==> src/mem_pkg.sv <==
`default_nettype none

package mem_pkg;

    localparam int XLEN   = 64;
    localparam int STRB_W = XLEN / 8;
    localparam int OFFS_W = $clog2(STRB_W);

    typedef enum logic [3:0] {
        NOP = 4'd0,
        LB  = 4'd1,
        LH  = 4'd2,
        LW  = 4'd3,
        LD  = 4'd4,
        LBU = 4'd5,
        LHU = 4'd6,
        LWU = 4'd7,
        SB  = 4'd8,
        SH  = 4'd9,
        SW  = 4'd10,
        SD  = 4'd11
    } mem_op_e;

    typedef enum logic [1:0] {
        SZ_BYTE   = 2'd0,
        SZ_HALF   = 2'd1,
        SZ_WORD   = 2'd2,
        SZ_DOUBLE = 2'd3
    } mem_size_e;

    typedef enum logic [1:0] {
        EXC_NONE           = 2'd0,
        EXC_LOAD_MISALIGN  = 2'd1,
        EXC_STORE_MISALIGN = 2'd2
    } mem_exc_e;

    function automatic logic is_load(mem_op_e op);
        return op inside {LB, LH, LW, LD, LBU, LHU, LWU};
    endfunction

    function automatic logic is_store(mem_op_e op);
        return op inside {SB, SH, SW, SD};
    endfunction

endpackage

`default_nettype wire

==> src/mem_stage_if.sv <==
`default_nettype none

// One memory operation moving between two pipeline stages
interface mem_stage_if import mem_pkg::*; #(
    parameter int ADDR_W = 32
);
    logic              valid;
    logic              ready;
    mem_op_e           op;
    logic [ADDR_W-1:0] addr;
    mem_size_e         size;
    mem_exc_e          exc;
    logic [XLEN-1:0]   data;   // Store data on lanes, or raw read word
    logic [STRB_W-1:0] strb;

    modport src (
        output valid, op, addr, size, exc, data, strb,
        input  ready
    );

    modport dst (
        input  valid, op, addr, size, exc, data, strb,
        output ready
    );

endinterface

`default_nettype wire

==> src/mem_req_decode.sv <==
`default_nettype none

module mem_req_decode import mem_pkg::*; #(
    parameter int ADDR_W = 32
) (
    input  logic              clk,
    input  logic              rst,
    input  logic              req_valid,
    output logic              req_ready,
    input  mem_op_e           req_op,
    input  logic [ADDR_W-1:0] req_addr,
    input  logic [XLEN-1:0]   req_wdata,
    mem_stage_if.src          out
);

    logic [OFFS_W-1:0] offs;
    mem_size_e         size;
    logic              misaligned;
    logic [STRB_W-1:0] size_mask;
    mem_exc_e          exc;
    logic              store_ok;
    logic              take;

    assign offs      = req_addr[OFFS_W-1:0];
    assign req_ready = !out.valid || out.ready;   // Empty, or draining this cycle
    assign take      = req_valid && req_ready;

    always_comb begin
        case (req_op)
            LH, LHU, SH: size = SZ_HALF;
            LW, LWU, SW: size = SZ_WORD;
            LD, SD:      size = SZ_DOUBLE;
            default:     size = SZ_BYTE;
        endcase
    end

    // Natural alignment per access size
    always_comb begin
        case (size)
            SZ_HALF: begin
                misaligned = offs[0];
                size_mask  = 8'h03;
            end
            SZ_WORD: begin
                misaligned = |offs[1:0];
                size_mask  = 8'h0f;
            end
            SZ_DOUBLE: begin
                misaligned = |offs;
                size_mask  = 8'hff;
            end
            default: begin
                misaligned = 1'b0;
                size_mask  = 8'h01;
            end
        endcase
    end

    always_comb begin
        exc = EXC_NONE;
        if (misaligned && is_load(req_op)) begin
            exc = EXC_LOAD_MISALIGN;
        end else if (misaligned && is_store(req_op)) begin
            exc = EXC_STORE_MISALIGN;
        end
    end

    assign store_ok = is_store(req_op) && !misaligned;

    always_ff @(posedge clk or posedge rst) begin
        if (rst) begin
            out.valid <= 1'b0;
        end else if (take) begin
            out.valid <= 1'b1;
        end else if (out.ready) begin
            out.valid <= 1'b0;
        end
    end

    always_ff @(posedge clk) begin
        if (take) begin
            out.op   <= req_op;
            out.addr <= req_addr;
            out.size <= size;
            out.exc  <= exc;
            // Move store bytes onto their lanes within the 64-bit word
            out.data <= store_ok ? (req_wdata << {offs, 3'b000}) : '0;
            out.strb <= store_ok ? (size_mask << offs) : '0;
        end
    end

    a_strb_store_only: assert property (@(posedge clk) disable iff (rst)
        out.valid && (out.strb != '0) |-> is_store(out.op) && (out.exc == EXC_NONE));

endmodule

`default_nettype wire

==> src/mem_bus_master.sv <==
`default_nettype none

module mem_bus_master import mem_pkg::*; #(
    parameter int ADDR_W = 32
) (
    input  logic              clk,
    input  logic              rst,
    mem_stage_if.dst          in,
    mem_stage_if.src          out,
    output logic              bus_req_valid,
    input  logic              bus_req_ready,
    output logic              bus_req_write,
    output logic [ADDR_W-1:0] bus_req_addr,
    output mem_size_e         bus_req_size,
    output logic [XLEN-1:0]   bus_req_wdata,
    output logic [STRB_W-1:0] bus_req_strb,
    input  logic              bus_rsp_valid,
    input  logic [XLEN-1:0]   bus_rsp_rdata
);

    typedef enum logic [1:0] {
        S_IDLE,
        S_REQ,
        S_WAIT,
        S_DONE
    } state_e;

    state_e            state;
    mem_op_e           op_q;
    logic [ADDR_W-1:0] addr_q;
    mem_size_e         size_q;
    mem_exc_e          exc_q;
    logic [XLEN-1:0]   data_q;     // Write data first, then the read word
    logic [STRB_W-1:0] strb_q;
    logic              take;
    logic              no_access;

    // A finished item can be replaced in the same cycle it leaves
    assign in.ready  = (state == S_IDLE) || (state == S_DONE && out.ready);
    assign take      = in.valid && in.ready;
    assign no_access = (in.op == NOP) || (in.exc != EXC_NONE);

    always_ff @(posedge clk or posedge rst) begin
        if (rst) begin
            state <= S_IDLE;
        end else begin
            case (state)
                S_IDLE, S_DONE: begin
                    if (take) begin
                        state <= no_access ? S_DONE : S_REQ;
                    end else if (state == S_DONE && out.ready) begin
                        state <= S_IDLE;
                    end
                end
                S_REQ: begin
                    if (bus_req_ready) begin
                        state <= S_WAIT;
                    end
                end
                S_WAIT: begin
                    if (bus_rsp_valid) begin
                        state <= S_DONE;
                    end
                end
                default: state <= S_IDLE;
            endcase
        end
    end

    always_ff @(posedge clk) begin
        if (take) begin
            op_q   <= in.op;
            addr_q <= in.addr;
            size_q <= in.size;
            exc_q  <= in.exc;
            data_q <= in.data;
            strb_q <= in.strb;
        end else if (state == S_WAIT && bus_rsp_valid) begin
            data_q <= bus_req_write ? '0 : bus_rsp_rdata;
        end
    end

    assign bus_req_valid = (state == S_REQ);
    assign bus_req_write = is_store(op_q);
    assign bus_req_addr  = addr_q;
    assign bus_req_size  = size_q;
    assign bus_req_wdata = data_q;
    assign bus_req_strb  = strb_q;

    assign out.valid = (state == S_DONE);
    assign out.op    = op_q;
    assign out.addr  = addr_q;
    assign out.size  = size_q;
    assign out.exc   = exc_q;
    assign out.data  = data_q;
    assign out.strb  = '0;

    a_req_stable: assert property (@(posedge clk) disable iff (rst)
        bus_req_valid && !bus_req_ready |=> bus_req_valid
            && $stable({bus_req_write, bus_req_addr, bus_req_size, bus_req_wdata, bus_req_strb}));

    // Memory side must not answer a request that was never sent
    a_rsp_expected: assert property (@(posedge clk) disable iff (rst)
        bus_rsp_valid |-> state == S_WAIT);

endmodule

`default_nettype wire

==> src/mem_load_format.sv <==
`default_nettype none

module mem_load_format import mem_pkg::*; #(
    parameter int ADDR_W = 32
) (
    input  logic            clk,
    input  logic            rst,
    mem_stage_if.dst        in,
    output logic            rsp_valid,
    input  logic            rsp_ready,
    output logic [XLEN-1:0] rsp_data,
    output mem_exc_e        rsp_exc
);

    logic [ADDR_W-1:0] ld_addr;
    logic [XLEN-1:0]   shifted;
    logic [XLEN-1:0]   load_data;
    logic              take;

    assign in.ready = !rsp_valid || rsp_ready;
    assign take     = in.valid && in.ready;
    assign ld_addr  = in.addr;

    // Addressed byte moves down to lane 0
    assign shifted = in.data >> {ld_addr[OFFS_W-1:0], 3'b000};

    always_comb begin
        load_data = '0;
        if (in.exc == EXC_NONE) begin
            case (in.op)
                LB:  load_data = {{(XLEN-8){shifted[7]}}, shifted[7:0]};
                LH:  load_data = {{(XLEN-16){shifted[15]}}, shifted[15:0]};
                LW:  load_data = {{(XLEN-32){shifted[31]}}, shifted[31:0]};
                LBU: load_data = {{(XLEN-8){1'b0}}, shifted[7:0]};
                LHU: load_data = {{(XLEN-16){1'b0}}, shifted[15:0]};
                LWU: load_data = {{(XLEN-32){1'b0}}, shifted[31:0]};
                LD:  load_data = shifted;
                default: load_data = '0;   // Stores and NOP
            endcase
        end
    end

    always_ff @(posedge clk or posedge rst) begin
        if (rst) begin
            rsp_valid <= 1'b0;
        end else if (take) begin
            rsp_valid <= 1'b1;
        end else if (rsp_ready) begin
            rsp_valid <= 1'b0;
        end
    end

    always_ff @(posedge clk) begin
        if (take) begin
            rsp_data <= load_data;
            rsp_exc  <= in.exc;
        end
    end

    a_rsp_hold: assert property (@(posedge clk) disable iff (rst)
        rsp_valid && !rsp_ready |=> rsp_valid && $stable(rsp_data) && $stable(rsp_exc));

endmodule

`default_nettype wire

==> src/mem_unit.sv <==
`default_nettype none

module mem_unit import mem_pkg::*; #(
    parameter int ADDR_W = 32
) (
    input  logic              clk,
    input  logic              rst,

    // Core request
    input  logic              req_valid,
    output logic              req_ready,
    input  mem_op_e           req_op,
    input  logic [ADDR_W-1:0] req_addr,
    input  logic [XLEN-1:0]   req_wdata,

    // Core response
    output logic              rsp_valid,
    input  logic              rsp_ready,
    output logic [XLEN-1:0]   rsp_data,
    output mem_exc_e          rsp_exc,

    // Memory bus
    output logic              bus_req_valid,
    input  logic              bus_req_ready,
    output logic              bus_req_write,
    output logic [ADDR_W-1:0] bus_req_addr,
    output mem_size_e         bus_req_size,
    output logic [XLEN-1:0]   bus_req_wdata,
    output logic [STRB_W-1:0] bus_req_strb,
    input  logic              bus_rsp_valid,
    input  logic [XLEN-1:0]   bus_rsp_rdata
);

    mem_stage_if #(.ADDR_W(ADDR_W)) dec2bus ();
    mem_stage_if #(.ADDR_W(ADDR_W)) bus2fmt ();

    mem_req_decode #(
        .ADDR_W (ADDR_W)
    ) u_dec (
        .clk       (clk),
        .rst       (rst),
        .req_valid (req_valid),
        .req_ready (req_ready),
        .req_op    (req_op),
        .req_addr  (req_addr),
        .req_wdata (req_wdata),
        .out       (dec2bus.src)
    );

    mem_bus_master #(
        .ADDR_W (ADDR_W)
    ) u_bus (
        .clk           (clk),
        .rst           (rst),
        .in            (dec2bus.dst),
        .out           (bus2fmt.src),
        .bus_req_valid (bus_req_valid),
        .bus_req_ready (bus_req_ready),
        .bus_req_write (bus_req_write),
        .bus_req_addr  (bus_req_addr),
        .bus_req_size  (bus_req_size),
        .bus_req_wdata (bus_req_wdata),
        .bus_req_strb  (bus_req_strb),
        .bus_rsp_valid (bus_rsp_valid),
        .bus_rsp_rdata (bus_rsp_rdata)
    );

    mem_load_format #(
        .ADDR_W (ADDR_W)
    ) u_fmt (
        .clk       (clk),
        .rst       (rst),
        .in        (bus2fmt.dst),
        .rsp_valid (rsp_valid),
        .rsp_ready (rsp_ready),
        .rsp_data  (rsp_data),
        .rsp_exc   (rsp_exc)
    );

endmodule

`default_nettype wire

==> config.mk <==
export PLATFORM = sky130hd
export DESIGN_NAME = mem_unit
export DESIGN_NICKNAME = d
export VERILOG_FILES = /design/src/mem_pkg.sv /design/src/mem_stage_if.sv /design/src/mem_req_decode.sv /design/src/mem_bus_master.sv /design/src/mem_load_format.sv /design/src/mem_unit.sv
export SDC_FILE = /design/constraint.sdc
export NUM_CORES = 1
export LEC_CHECK = 0
export ABC_AREA = 1
export BUFFER_PORTS_ARGS = -buffer_cell sky130_fd_sc_hd__buf_2
export CORE_MARGIN = 2
export CORE_UTILIZATION = 38
export DETAILED_ROUTE_END_ITERATION = 6
export GPL_TIMING_DRIVEN = 1
export PLACE_DENSITY = 0.71
export SYNTH_ARGS = -nofsm -noshare
export SYNTH_HDL_FRONTEND = slang
export SYNTH_SLANG_ARGS = --single-unit
==> constraint.sdc <==
create_clock -name clk -period 11 [get_ports clk]
set_input_delay 0.55 -clock clk [delete_from_list [all_inputs] [get_ports clk]]
set_output_delay 0.55 -clock clk [all_outputs]
set_load 0.05 [all_outputs]
# After elaboration in Yosys (flattened, before gate mapping)
# Memory sizes are Yosys's and may differ from the RTL's.
# Index checks and enable logic that the tools add are counted.
# word_totals
reg_bits	294
rom_bits	32
n_memories	1
# classes
eq_ne	31
shift	3
mux	17
reduce_logical	28
# memory_table
memory	words	word_bits	read_ports	rd_clocked_by_memory_dff	wr	line_no	text
(name not given)	16	2	1	0	0	mem_req_decode.sv:29	case (req_op)
# op_table
cell	n
64-bit case mux with 7 select lines	1
64-bit two-way mux	3
64-bit by 6-bit << shifter with 64-bit output	1
64-bit by 6-bit right shift with 64-bit output	1
4-bit by 3-bit == test with 1-bit output (second input constant)	8
4-bit == test (second input constant)	8
8-bit case mux with 3 select lines	1
4-bit by 2-bit == test with 1-bit output (second input constant)	4
2-bit two-way mux	6
2-bit == test (second input constant)	4
4-bit by 1-bit == test with 1-bit output (second input constant)	2
2-bit nonzero test	4
4-bit nonzero test	2
8-bit by 3-bit << shifter with 8-bit output	1
1-bit logical AND	7
7-bit nonzero test	1
2-bit case mux with 3 select lines	1
2-bit by 1-bit == test with 1-bit output (second input constant)	2
2-bit zero test	2
4-bit zero test	1
1-bit logical OR	4
1-bit two-way mux	4
2-bit OR reduction	2
1-bit zero test	3
other kinds (6)	6

# Logic depth before layout (Yosys ltp)
# Gate-level depths: netlist (run 1).
# logic_depth
word_depth	7
mapped_depth	13
depth_no_buf	12

# By module
# Synthesis (run 1) repeated with hierarchy kept, for this count alone.
# unflattened
cells_unflattened	1721
area_unflattened_um2	15942.8
# modules_own_cells
module	n_inst	cells_per_inst	area_per_inst_um2	seq_area_each_um2
mem_req_decode	1	607	5874.4	3388.2
mem_bus_master	1	477	5357.6	3413.3
mem_load_format	1	637	4710.8	2006.9

# Least setup slack after synthesis (run 1)
# No wires, ideal clock.
# synth_timing
path_type	reg-to-reg
from	reg u_fmt.rsp_valid
to	reg u_bus.data_q[0], in the netlist u_bus.bus_req_wdata[0] (enable)
setup_time_ps	499
t_arrival_ps	3668
slack_ps	6834
path_stages_with_launch	7
period_less_slack_ps	4166
cell_sequence	dfrtp_1 > nand2_1 > nand2_1 > a21oi_1 > buf_2 > buf_2 > o21bai_1
# synth_between
elab_chain_len	6
# synth_lines
item	line_no	text
from (decl)	mem_load_format.sv:9	output logic rsp_valid,
from (signal assigned)	mem_load_format.sv:45	rsp_valid <= 1'b0;
from (signal assigned)	mem_load_format.sv:47	rsp_valid <= 1'b1;
from (signal assigned)	mem_load_format.sv:49	rsp_valid <= 1'b0;
1-bit zero test	mem_load_format.sv:20	assign in.ready = !rsp_valid || rsp_ready;
1-bit logical OR	mem_load_format.sv:20	
1-bit logical AND	mem_bus_master.sv:39	assign in.ready = (state == S_IDLE) || (state == S_DONE && out.ready);
1-bit logical OR	mem_bus_master.sv:39	
1-bit logical AND	mem_bus_master.sv:40	assign take = in.valid && in.ready;
net u_bus.take	mem_bus_master.sv:35	logic take;
2-bit nonzero test (no source line)	-	
to (signal assigned)	mem_bus_master.sv:76	data_q <= in.data;
to (signal assigned)	mem_bus_master.sv:79	data_q <= bus_req_write ? '0 : bus_rsp_rdata;
to (decl)	mem_bus_master.sv:33	logic [XLEN-1:0] data_q;
# The timed path passes the listed nets, and every way through them passes these cells.
# A chain may end at the register's enable or synchronous reset.

# Final worst setup path (run 1)
# layout_timing
from	reg u_bus.state[0]
to	reg u_bus.data_q[59], in the netlist u_bus.bus_req_wdata[59] (data pin)
# layout_between
elab_chain_len	5
# layout_lines
item	line_no	text
from (decl)	mem_bus_master.sv:28	state_e state;
from (signal assigned)	mem_bus_master.sv:50	state <= no_access ? S_DONE : S_REQ;
2-bit == test	mem_bus_master.sv:39	
1-bit logical AND	mem_bus_master.sv:39	
1-bit logical OR (*)	mem_bus_master.sv:39	
1-bit logical AND (*)	mem_bus_master.sv:40	
64-bit two-way mux (*)	mem_bus_master.sv:71	if (take) begin
# Every way passes the cells marked *; elsewhere a longest branch is shown, timed or not.

==> results by group, run 1 <==
Pwr
  – Relative contribution of sequential cells to total power: 0.373
  – Combinational fraction of design power: 0.454
  – PD cells: 310 nW/um^2
  – Cell-internal power: around 2800 uW
  – Clock power frac: 0.173
  – Switching power: 2680 uW
  – Leakage: ~0.0075 uW
  – Peak supply drop: 217 uV
  – Sw frac: 0.488

Floorplanning
  – Area of the core: 38600 sq um
  – Die Y: slightly above 200 microns
  – Rows: 72
  – Die W: 201 microns
  – Die ar.: between 40000 and 50000 sq um
  – Initial cell density of the core: 0.384
  – IO Pins: 346

Logic synthesis
  – Number of different library cells in the post-synthesis netlist: 43
  – Most numerous cell types in the synthesized netlist: nand2_1, edfxtp_1, nor2_1, o21ai_0, inv_1
  – Most frequent cell after synthesis: nand2_1
  – Post-Syn Instances: about 1600
  – Fraction of synthesized cell area taken by the top area cell type: 0.589
  – Top cell type by total area after synthesis: edfxtp_1
  – Proportion of register bits with asynchronous set or reset after synthesis: 0.0136
  – Netlist area before placement: 14800 sq um
  – Share of the yosys chip area belonging to registers: 0.595
  – Flip-flop and latch count after synthesis: 294
  – Main flop type after synthesis: edfxtp_1
  – Yosys warnings: 0
  – Synth top area cells: edfxtp_1, nand2_1, o21ai_0
  – Number of synthesized flops with an enable pin: 290
  – Mean cell area of the mapped netlist: 9.29 sq um
  – Number of nets produced by synthesis: around 1800

Timing
  – Worst Setup Slack, final: 7.96 ns
  – Clock tree skew after final layout: 0.0239 ns
  – Final period util: 0.276
  – Final sum of negative setup slack: 0 ns
  – Actual transition at the worst max-transition pin: 1.08 ns
  – Final setup vio count: 0
  – RSZ-0062 raised after global routing: no
  – Max frequency: 329 MHz
  – Final Max Slew Viols: 0
  – Min cycle time layout: roughly 3.0 ns
  – Relative slew slack: 0.280
  – Hold Vio Cnt, Final: 0

CTS
  – H-Tree Depth: 1
  – TritonCTS Buffers: 30
  – Cell at the root of the clock tree: clkbuf_16
  – Number of sinks handled by clock tree synthesis: 294
  – Buffers from clock root to sink, at most: 3
  – CTS tree: done
  – Buffers inserted during post-CTS setup optimization: 0
  – Clock latency at the later pin of the worst-skew pair: 0.59 ns
  – Clock slew seen by the registers of the worst setup and hold paths: approximately 0.06 ns

Critical path
  – Worst endpoint data arrival time: 3.34 ns
  – Crit Path Category: reg -> reg
  – Critical path peak fanout: 99
  – Required time at the endpoint of the critical path: about 11 ns
  – Nature of the critical path endpoint: flip-flop
  – Startpoint type of the worst setup path: flip-flop
  – Count of cells along the worst register-to-register path: 7

Cells and area
  – Utilization after layout: 0.459
  – Fraction of layout instances using a drive strength above 1: 0.245
  – Area growth from synthesis to layout: 19.7%
  – Post-layout instance area: about 18000 sq um
  – Final #Nets: just over 2000

Route
  – Violation count after the first detailed-route iteration: 1292
  – DR WL met3: 3360 microns
  – Average detailed-routed wire length per instance: 20.1 microns
  – WL met1: 20800 microns
  – Final Routed Wirelength: 48800 microns
  – Top layer used by detailed routing: met4
  – Via count: between 10000 and 15000
  – Number of nets still failing antenna checks after routing: 0
  – Residual DRC: 0
  – Amount of wire on met2 after detailed routing: roughly 23000 microns
  – First-pass iteration count of the detailed router: 6
  – Detailed-route vias per instance: approximately 5.0

Placed design
  – IO buf count: 345
  – Estimated wirelength of the detail-placed design: 37600 microns
  – Cell area reported after detailed placement: 16800 sq um
  – Dpl ws: 7.80 ns
  – Placer congestion estimate: between 0.9 and 1

GRT
  – Number of antenna violations at the first check in global routing: 1
  – Grt ovf: 0
  – Largest net degree at the start of global routing: 100
  – All-Layer GR Usage: 0.237
  – Vias in the first global route: 11668
  – Wire length of the first global-routing pass: 72500 microns

Hold path
  – Class of the worst hold path: in -> reg
  – Cell depth of the worst hold path: 1

Status
  – Run status: finished, final reports clean

Job
  – Max cap viols: 0
[sequential cells by signal (all words and copies together), names as in the netlist]
name and count:
u_bus.bus_req_addr 32, u_dec.out.data 64, u_bus.bus_req_size 2, u_dec.out.size 2, u_fmt.rsp_data 64, u_fmt.rsp_exc 2, u_bus.state 2, u_fmt.rsp_valid 1
u_dec.out.strb 8, u_dec.out.valid 1, u_dec.out.addr 32, u_bus.bus_req_wdata 64, u_dec.out.op 4, u_bus.out.op 4, u_bus.out.exc 2, u_bus.bus_req_strb 8
u_dec.out.exc 2
[power groups by stage]
stage	clock [uW]	sequential, uW	combinational (uW)
final	949	2050	2490
after global placement	0	2070	2480
after detailed placement	0	2070	2490
after floorplan	0	2790	995
after global routing	1010	2090	2670
after CTS	968	2050	2500
[worst paths after layout]
kind                            slack (ns)          startpoint                      end
worst max-delay path                  7.96      u_bus.state[0]  u_bus.bus_req_wdata[59]
worst min-delay path                  0.13        req_addr[30]       u_dec.out.addr[30]
worst max register to register        7.96      u_bus.state[0]  u_bus.bus_req_wdata[59]
worst min register to register        0.41  u_dec.out.addr[15]   u_bus.bus_req_addr[15]
max in group asynchronous            10.43                 rst          u_fmt.rsp_valid
min in group asynchronous             0.41                 rst           u_bus.state[0]
[cells by family after synthesis]
group / Yosys count / synth area share
and+or+nand+nor: 795 / 0.223
DFF: 294 / 0.595
AOI/OAI and AO/OA: 285 / 0.108
buffers and inverters: 203 / 0.0622
adders and majority gates: 9 / 0.00761
muxes: 6 / 0.00406
[critical path, cell delays in order, from the launching register on]
cell and delay, ns:
dfrtp_1 0.41, inv_1 0.10, ha_1 0.15, inv_1 0.08, a21oi_4 0.24, buf_4 0.79, buf_4 0.70, o21ai_0 0.21
[layout by cell type, fill, tap and decap left out, drive strengths merged, types with 10 or more instances in the layout]
master / count
inv: 101
nand2: 472
edfxtp: 290
clkinv: 14
nor3: 10
a21oi: 46
clkbuf: 38
o211ai: 33
nor2: 203
nand3: 79
or2: 22
o21ai: 181
buf: 362
[per-stage QoR]
| stage | instances | total power [uW] | hold slack, ns |
|---|---|---|---|
| 2_1_floorplan | 1592 | 3780 | 0.316 |
| 3_3_place_gp | 2370 | 4550 | 0.401 |
| 3_5_place_dp | 2370 | 4570 | 0.405 |
| 4_1_cts | 2425 | 5520 | 0.0995 |
| 5_1_grt | 2426 | 5770 | 0.104 |
| 6_report | 2426 | 5490 | 0.134 |
[final cells by class]
class	instances	area (sq um)
fill	3821	20800
sequential	294	8810
multi-input combinational	1095	5100
timing repair buffer	363	1860
clock buffer	38	781
tap	518	648
inverter	101	382
clock inverter	16	133
antenna	1	2.50
[what timing repair did]
item                      CTS  global route
hold endpoints to repair    4             0
gates resized for setup     0             0
hold buffers                1             0
[per-layer routing]
metal	vias up	global-route usage
met3	73	0.0290
met4	0	0.0738
met5	-	0
met2	566	0.392
li1	5945	-
met1	5622	0.327
Note: power is estimated with default switching activity, not from simulation.
==> run 2, diff against run 1 <==
--- a/config.mk
+++ b/config.mk
@@ -11,7 +11,7 @@
 export CORE_UTILIZATION = 38
 export DETAILED_ROUTE_END_ITERATION = 6
 export GPL_TIMING_DRIVEN = 1
-export PLACE_DENSITY = 0.71
+export PLACE_DENSITY = 0.73
 export SYNTH_ARGS = -nofsm -noshare
 export SYNTH_HDL_FRONTEND = slang
 export SYNTH_SLANG_ARGS = --single-unit
==> constraint.sdc (replaced) <==
create_clock -name clk -period 2.7 [get_ports clk]
set_input_delay 0.135 -clock clk [delete_from_list [all_inputs] [get_ports clk]]
set_output_delay 0.135 -clock clk [all_outputs]
set_load 0.05 [all_outputs]
==> run 2 against run 1 <==
Compared with the run above: largest power group unchanged; sequential cell count stayed put; non-clock buffer count is 125 higher; routed wire length up 6.6%; critical endpoint is now u_fmt.rsp_data[42]; clock skew up 0.0028 ns; highest routed layer unchanged; clock power increased to 4.4 times the previous value; design area up 8.1%.
==> results by group, run 2 (same netlist as run 1, synthesis figures left out) <==
Status
  – Run status: finished, final reports clean

Critical path
  – Crit Path Category: reg -> reg
  – Nature of the critical path endpoint: flip-flop
  – CP max stage cell: edfxtp_1
  – Startpoint type of the worst setup path: flip-flop
  – Required time at the endpoint of the critical path: 3.02 ns (-8.28 ns)
  – Critical path peak fanout: 32 (-68%)
  – Worst endpoint data arrival time: 2.66 ns (-0.68 ns)
  – Worst reg2reg startpoint: u_bus.bus_req_addr[0]
  – Crit path cell chain: inv_2 -> buf_12 -> a21oi_1 -> nand2_1 -> nand3_1 -> nand2_1 -> nand2_2 -> nand3_4 -> nor2_1 -> nor2_1
  – Worst setup path startpoint: u_bus.bus_req_addr[0]
  – Critical Path Max Stage Delay: 0.41 ns (-0.38 ns)

Pwr
  – Total power draw: 23300 uW (+320%)
  – PD cells: 1210 nW/um^2 (+290%)
  – Leakage: 0.00810 uW (+8.5%)
  – Peak supply drop: 688 uV (+220%)

Cells and area
  – Top library cells by usage in the layout, fill and taps aside: nand2_1, buf_2, edfxtp_1
  – Most common library cell in the layout ignoring fill and taps: nand2_1
  – Area growth from synthesis to layout: 29.4%
  – Fraction of layout instances using a drive strength above 1: 0.247 (+0.00127)
  – Final #Nets: 2190 (+6.1%)
  – Filler instances: 3606 (-5.6%)
  – Final antenna diode count: 0 (-1)
  – Area used by multi-input combinational logic: 5120 sq um (+0.49%)
  – Register Area: 8810 sq um (about the same)

Timing
  – RSZ-0062 raised after global routing: no
  – Relative slew slack: 0.412 (+0.132)
  – Final worst hold slack: 0.0162 ns (-0.118 ns)
  – Final Max Slew Viols: 0 (unchanged)
  – Max frequency: 428 MHz (+30%)
  – Actual transition at the worst max-transition pin: 0.873 ns (-0.205 ns)
  – Hold Vio Cnt, Final: 0 (unchanged)
  – Min cycle time layout: 2.34 ns (-0.705 ns)
  – Final period util: 0.865 (+0.589)
  – Final setup vio count: 0 (unchanged)
  – Clock tree skew after final layout: 0.0268 ns (+0.00284 ns)

GRT
  – Vias in the first global route: 12658 (+8.5%)
  – Grt ovf: 0 (unchanged)
  – Largest net degree at the start of global routing: 85 (-15%)
  – All-Layer GR Usage: 0.253 (+0.0157)
  – Number of antenna violations at the first check in global routing: 0 (-1)
  – Wire length of the first global-routing pass: 77200 microns (+6.5%)

Route
  – Detailed-route vias per instance: 5.11 (+1.5%)
  – Residual DRC: 0 (unchanged)
  – Average detailed-routed wire length per instance: 20.4 microns (+1.3%)
  – Final Routed Wirelength: 52000 microns (+6.6%)
  – Number of nets still failing antenna checks after routing: 0 (unchanged)
  – Via count: 13035 (+6.8%)
  – First-pass iteration count of the detailed router: 6 (unchanged)
  – Violation count after the first detailed-route iteration: 1308 (+1.2%)

Floorplanning
  – Area of the core: 38600 sq um (unchanged)
  – IO Pins: 346 (unchanged)
  – Die ar.: 40500 sq um (unchanged)
  – Die W: 201 microns (unchanged)
  – Rows: 72 (unchanged)
  – Initial cell density of the core: 0.384 (unchanged)
  – Die Y: 201 microns (unchanged)

CTS
  – Cell at the root of the clock tree: clkbuf_16
  – Clock slew seen by the registers of the worst setup and hold paths: 0.06 ns (about the same)
  – CTS tree: done
  – Clock latency at the later pin of the worst-skew pair: 0.60 ns (about the same)
  – TritonCTS Buffers: 31 (+3.3%)
  – Buffers from clock root to sink, at most: 3 (unchanged)
  – Number of sinks handled by clock tree synthesis: 294 (unchanged)
  – H-Tree Depth: 1 (unchanged)
  – Number of gates given a new drive strength after cts: 0 (unchanged)

Hold path
  – Class of the worst hold path: in -> reg
  – Hold path startpoint: bus_rsp_rdata[39]

Job
  – Max cap viols: 0 (unchanged)

Placed design
  – Placer congestion estimate: 0.950 (-1.8%)
  – Estimated wirelength of the detail-placed design: 39300 microns (+4.4%)
  – IO buf count: 345 (unchanged)
run 2: routing by layer:
metal | vias to the layer above | part of all wire | GRT usage
met1 | 6011 | 0.41 | 0.333
met4 | 0 | 0.044 | 0.0959
met5 | - | 0 | 0
li1 | 6207 | - | -
met2 | 680 | 0.47 | 0.421
met3 | 137 | 0.071 | 0.0389
run 2: timing repair:
| action | CTS | global route |
|---|---|---|
| hold endpoints to repair | 106 | 0 |
| buffers inserted | 0 | 0 |
| hold buffers | 101 | 0 |
run 2: critical path, delay by kind of cell, from the launching register on:
family / cells / cell delay, ns
AND/OR/NAND/NOR: 7 / 1.04
buffers and inverters: 2 / 0.44
flip-flops: 1 / 0.41
AO/OA/AOI/OAI: 1 / 0.18
run 2: final timing paths:
check                                           to  slack (ns)  depth (start not counted)
max reg2reg                     u_fmt.rsp_data[42]        0.36                         10
min reg2reg                  u_bus.bus_req_addr[6]        0.42                          0
max                             u_fmt.rsp_data[42]        0.36                         10
min in group asynchronous          u_dec.out.valid        0.57                          4
max in group asynchronous          u_fmt.rsp_valid        1.95                          4
min                        u_bus.bus_req_wdata[39]        0.02                          3
run 2: through the flow:
| stage | cell area [sq um] | util | setup slack (ns) | std cells | TNS, ns |
|---|---|---|---|---|---|
| after CTS | 19200 | 0.497 | 0.364 | 2553 | 0 |
| after floorplan | 14800 | - | -0.394 | 1592 | -44.08 |
| after global placement | 17100 | 0.445 | 0.453 | 2395 | 0 |
| after global routing | 19200 | 0.497 | 0.0718 | 2553 | 0 |
| final | 19200 | 0.497 | 0.364 | 2553 | 0 |
| after detailed placement | 17100 | 0.445 | 0.350 | 2395 | 0 |
run 2: final cells by class:
class,count,share of cell area
flip-flops and latches,294,0.460
multi-input cells,1095,0.267
repair buffers,488,0.167
clock buffers,34,0.0411
well taps,518,0.0338
inverters,101,0.0200
clock inverters,23,0.0112
run 2: report_power, final:
part	leakage [uW]	internal [uW]	switching, uW
clock	0.000492	2400	1810
combinational	0.00477	2470	8270
sequential	0.00284	7220	1080
==> run 3, diff against run 2 <==
--- a/config.mk
+++ b/config.mk
@@ -6,7 +6,7 @@
 export NUM_CORES = 1
 export LEC_CHECK = 0
 export ABC_AREA = 1
-export BUFFER_PORTS_ARGS = -buffer_cell sky130_fd_sc_hd__buf_2
+export BUFFER_PORTS_ARGS = -buffer_cell sky130_fd_sc_hd__buf_4
 export CORE_MARGIN = 2
 export CORE_UTILIZATION = 38
 export DETAILED_ROUTE_END_ITERATION = 6
==> run 3 against run 2 <==
Compared with the run above: utilization up 2.7 points; via count up 0.68%; critical path depth unchanged; cell count up 0.35%; design area up 5.5%; combinational power up 7%; register-to-register slack worse by 0.03 ns; critical path type unchanged.
==> results by group, run 3 (same netlist as run 1, synthesis figures left out) <==
Floorplanning
  – IO Pins: 346 (unchanged)
  – Die Y: 201 microns (unchanged)
  – Die ar.: 40500 sq um (unchanged)
  – Initial cell density of the core: 0.384 (unchanged)
  – Die W: 201 microns (unchanged)
  – Area of the core: 38600 sq um (unchanged)
  – Rows: 72 (unchanged)

Pwr
  – Total power draw: 24400 uW (+5.1%)
  – PD cells: 1210 nW/um^2 (-0.38%)
  – Peak supply drop: 810 uV (+18%)
  – Leakage: 0.00847 uW (+4.5%)

Critical path
  – Last element of the critical path: u_fmt.rsp_data[49]
  – Slack of the worst reg-to-reg path: 0.33 ns (-0.03 ns)
  – Required time at the endpoint of the critical path: 3.02 ns (about the same)
  – Worst setup path startpoint: u_bus.bus_req_addr[0]
  – Count of cells along the worst register-to-register path: 10 (unchanged)
  – Nature of the critical path endpoint: flip-flop
  – Worst path buffer plus inverter count: 2 (unchanged)
  – Worst endpoint data arrival time: 2.69 ns (+0.03 ns)
  – Worst path depth: 10 (unchanged)
  – Crit path cell chain: inv_2 -> buf_4 -> a21oi_1 -> nand2_1 -> nand3_1 -> nand2_1 -> nand2_2 -> nand3_4 -> nor2_1 -> nor2_1
  – Startpoint type of the worst setup path: flip-flop
  – Critical path peak fanout: 32 (unchanged)
  – Capture point of the worst reg-to-reg path: u_fmt.rsp_data[49]
  – Family with the most delay on the worst path: simple AND/OR/NAND/NOR gates
  – CP max stage cell: edfxtp_1
  – Crit Path Category: reg -> reg
  – Critical Path Max Stage Delay: 0.41 ns (about the same)
  – Worst reg2reg startpoint: u_bus.bus_req_addr[0]

Cells and area
  – Area growth from synthesis to layout: 36.6%
  – Fraction of layout instances using a drive strength above 1: 0.249 (+0.00185)
  – Final antenna diode count: 0 (unchanged)
  – Utilization after layout: 0.524 (+0.0273)
  – Fin cells: 2562 (+0.35%)
  – Final #Nets: 2198 (+0.37%)
  – Most common library cell in the layout ignoring fill and taps: nand2_1
  – Top library cells by usage in the layout, fill and taps aside: nand2_1, buf_4, edfxtp_1

Route
  – First-pass iteration count of the detailed router: 6 (unchanged)
  – Average detailed-routed wire length per instance: 20.4 microns (about the same)
  – Residual DRC: 0 (unchanged)
  – Detailed-route vias per instance: 5.12 (+0.32%)
  – Number of nets still failing antenna checks after routing: 0 (unchanged)
  – Via count: 13123 (+0.68%)
  – Final Routed Wirelength: 52200 microns (+0.39%)
  – Violation count after the first detailed-route iteration: 1350 (+3.2%)

Timing
  – Final period util: 0.876 (+0.0110)
  – Relative slew slack: 0.593 (+0.181)
  – Actual transition at the worst max-transition pin: 0.610 ns (-0.264 ns)
  – Final setup vio count: 0 (unchanged)
  – Max frequency: 423 MHz (-1.3%)
  – Hold Vio Cnt, Final: 0 (unchanged)
  – Clock tree skew after final layout: 0.0147 ns (-0.0120 ns)
  – Min cycle time layout: 2.37 ns (+0.0298 ns)
  – Final Max Slew Viols: 0 (unchanged)
  – RSZ-0062 raised after global routing: no
  – Final sum of negative setup slack: 0 ns (unchanged)
  – Worst Setup Slack, final: 0.334 ns (-0.0298 ns)

CTS
  – Clock slew seen by the registers of the worst setup and hold paths: 0.06 ns (about the same)
  – # hold bufs at CTS: 106 (+5.0%)
  – Cell at the root of the clock tree: clkbuf_16
  – Clock latency at the later pin of the worst-skew pair: 0.59 ns (about the same)
  – CTS tree: done
  – H-Tree Depth: 1 (unchanged)
  – TritonCTS Buffers: 31 (unchanged)
  – Buffers inserted during post-CTS setup optimization: 0 (unchanged)
  – Number of sinks handled by clock tree synthesis: 294 (unchanged)
  – Number of gates given a new drive strength after cts: 0 (unchanged)
  – Buffers from clock root to sink, at most: 3 (unchanged)

GRT
  – All-Layer GR Usage: 0.252 (-0.000562)
  – Largest net degree at the start of global routing: 83 (-2.4%)
  – Number of antenna violations at the first check in global routing: 1 (+1)
  – Grt ovf: 0 (unchanged)
  – Vias in the first global route: 12871 (+1.7%)
  – Wire length of the first global-routing pass: 77800 microns (+0.72%)

Job
  – Max cap viols: 0 (unchanged)

Placed design
  – Placer congestion estimate: 0.944 (-0.61%)
  – Estimated wirelength of the detail-placed design: 39700 microns (+1.2%)
  – Placed cell count: 2398 (+0.13%)
  – Dpl ws: 0.351 ns (+0.000314 ns)
  – IO buf count: 345 (unchanged)

Hold path
  – Class of the worst hold path: in -> reg

Status
  – Run status: finished, final reports clean
-- run 3: cell types whose count changed in the layout (fill, tap and decap cells not counted), moves of 2 or more --
cell and delta:
buf_2 -345, clkinv_1 -2, bufinv_16 +4, buf_4 +348
clkinv_2 -3, dlygate4sd3_1 +5
-- run 3: worst min path at each step --
stage / to / from / cells past startpoint
3_3_place_gp: u_dec.out.valid / rst / 2
4_1_cts: u_bus.bus_req_wdata[29] / bus_rsp_rdata[29] / 3
3_5_place_dp: u_dec.out.valid / rst / 2
2_1_floorplan: u_bus.state[0] / rst / 1
6_report: u_bus.bus_req_wdata[29] / bus_rsp_rdata[29] / 3
5_1_grt: u_bus.bus_req_wdata[29] / bus_rsp_rdata[29] / 3
-- run 3: where the power goes --
group / internal [uW] / total, uW / switching, uW
Combinational: 3180 / 11400 / 8220
Sequential: 7230 / 8410 / 1180
Clock: 2800 / 4620 / 1830
-- run 3: per-stage QoR --
step                      instance area [sq um]  hold slack, ns
after global routing                      20200         0.00171
final                                     20200          0.0206
after global placement                    18000          0.0469
after CTS                                 20200         0.00116
after floorplan                           14800         -0.0990
after detailed placement                  18000          0.0465
-- run 3: final cells by class --
type / instances / area [sq um]
clock buffer: 34 / 787
inverter: 101 / 383
multi-input combinational: 1095 / 5120
sequential: 294 / 8810
fill: 3537 / 18400
tap: 518 / 648
clock inverter: 24 / 330
timing repair buffer: 496 / 4130
-- run 3: worst register-to-register path, cell delays in order, from the launching register on --
cell and delay (ns):
edfxtp_1 0.41, inv_2 0.23, buf_4 0.25, a21oi_1 0.17
nand2_1 0.07, nand3_1 0.10, nand2_1 0.08, nand2_2 0.17
nand3_4 0.33, nor2_1 0.23, nor2_1 0.07
-- run 3: metal layers --
layer,global-route usage,wire length (microns),up-vias
met5,0,8,-
met4,0.114,2720,2
met3,0.0390,3760,131
met2,0.416,24500,660
met1,0.329,21200,6112
li1,-,-,6218
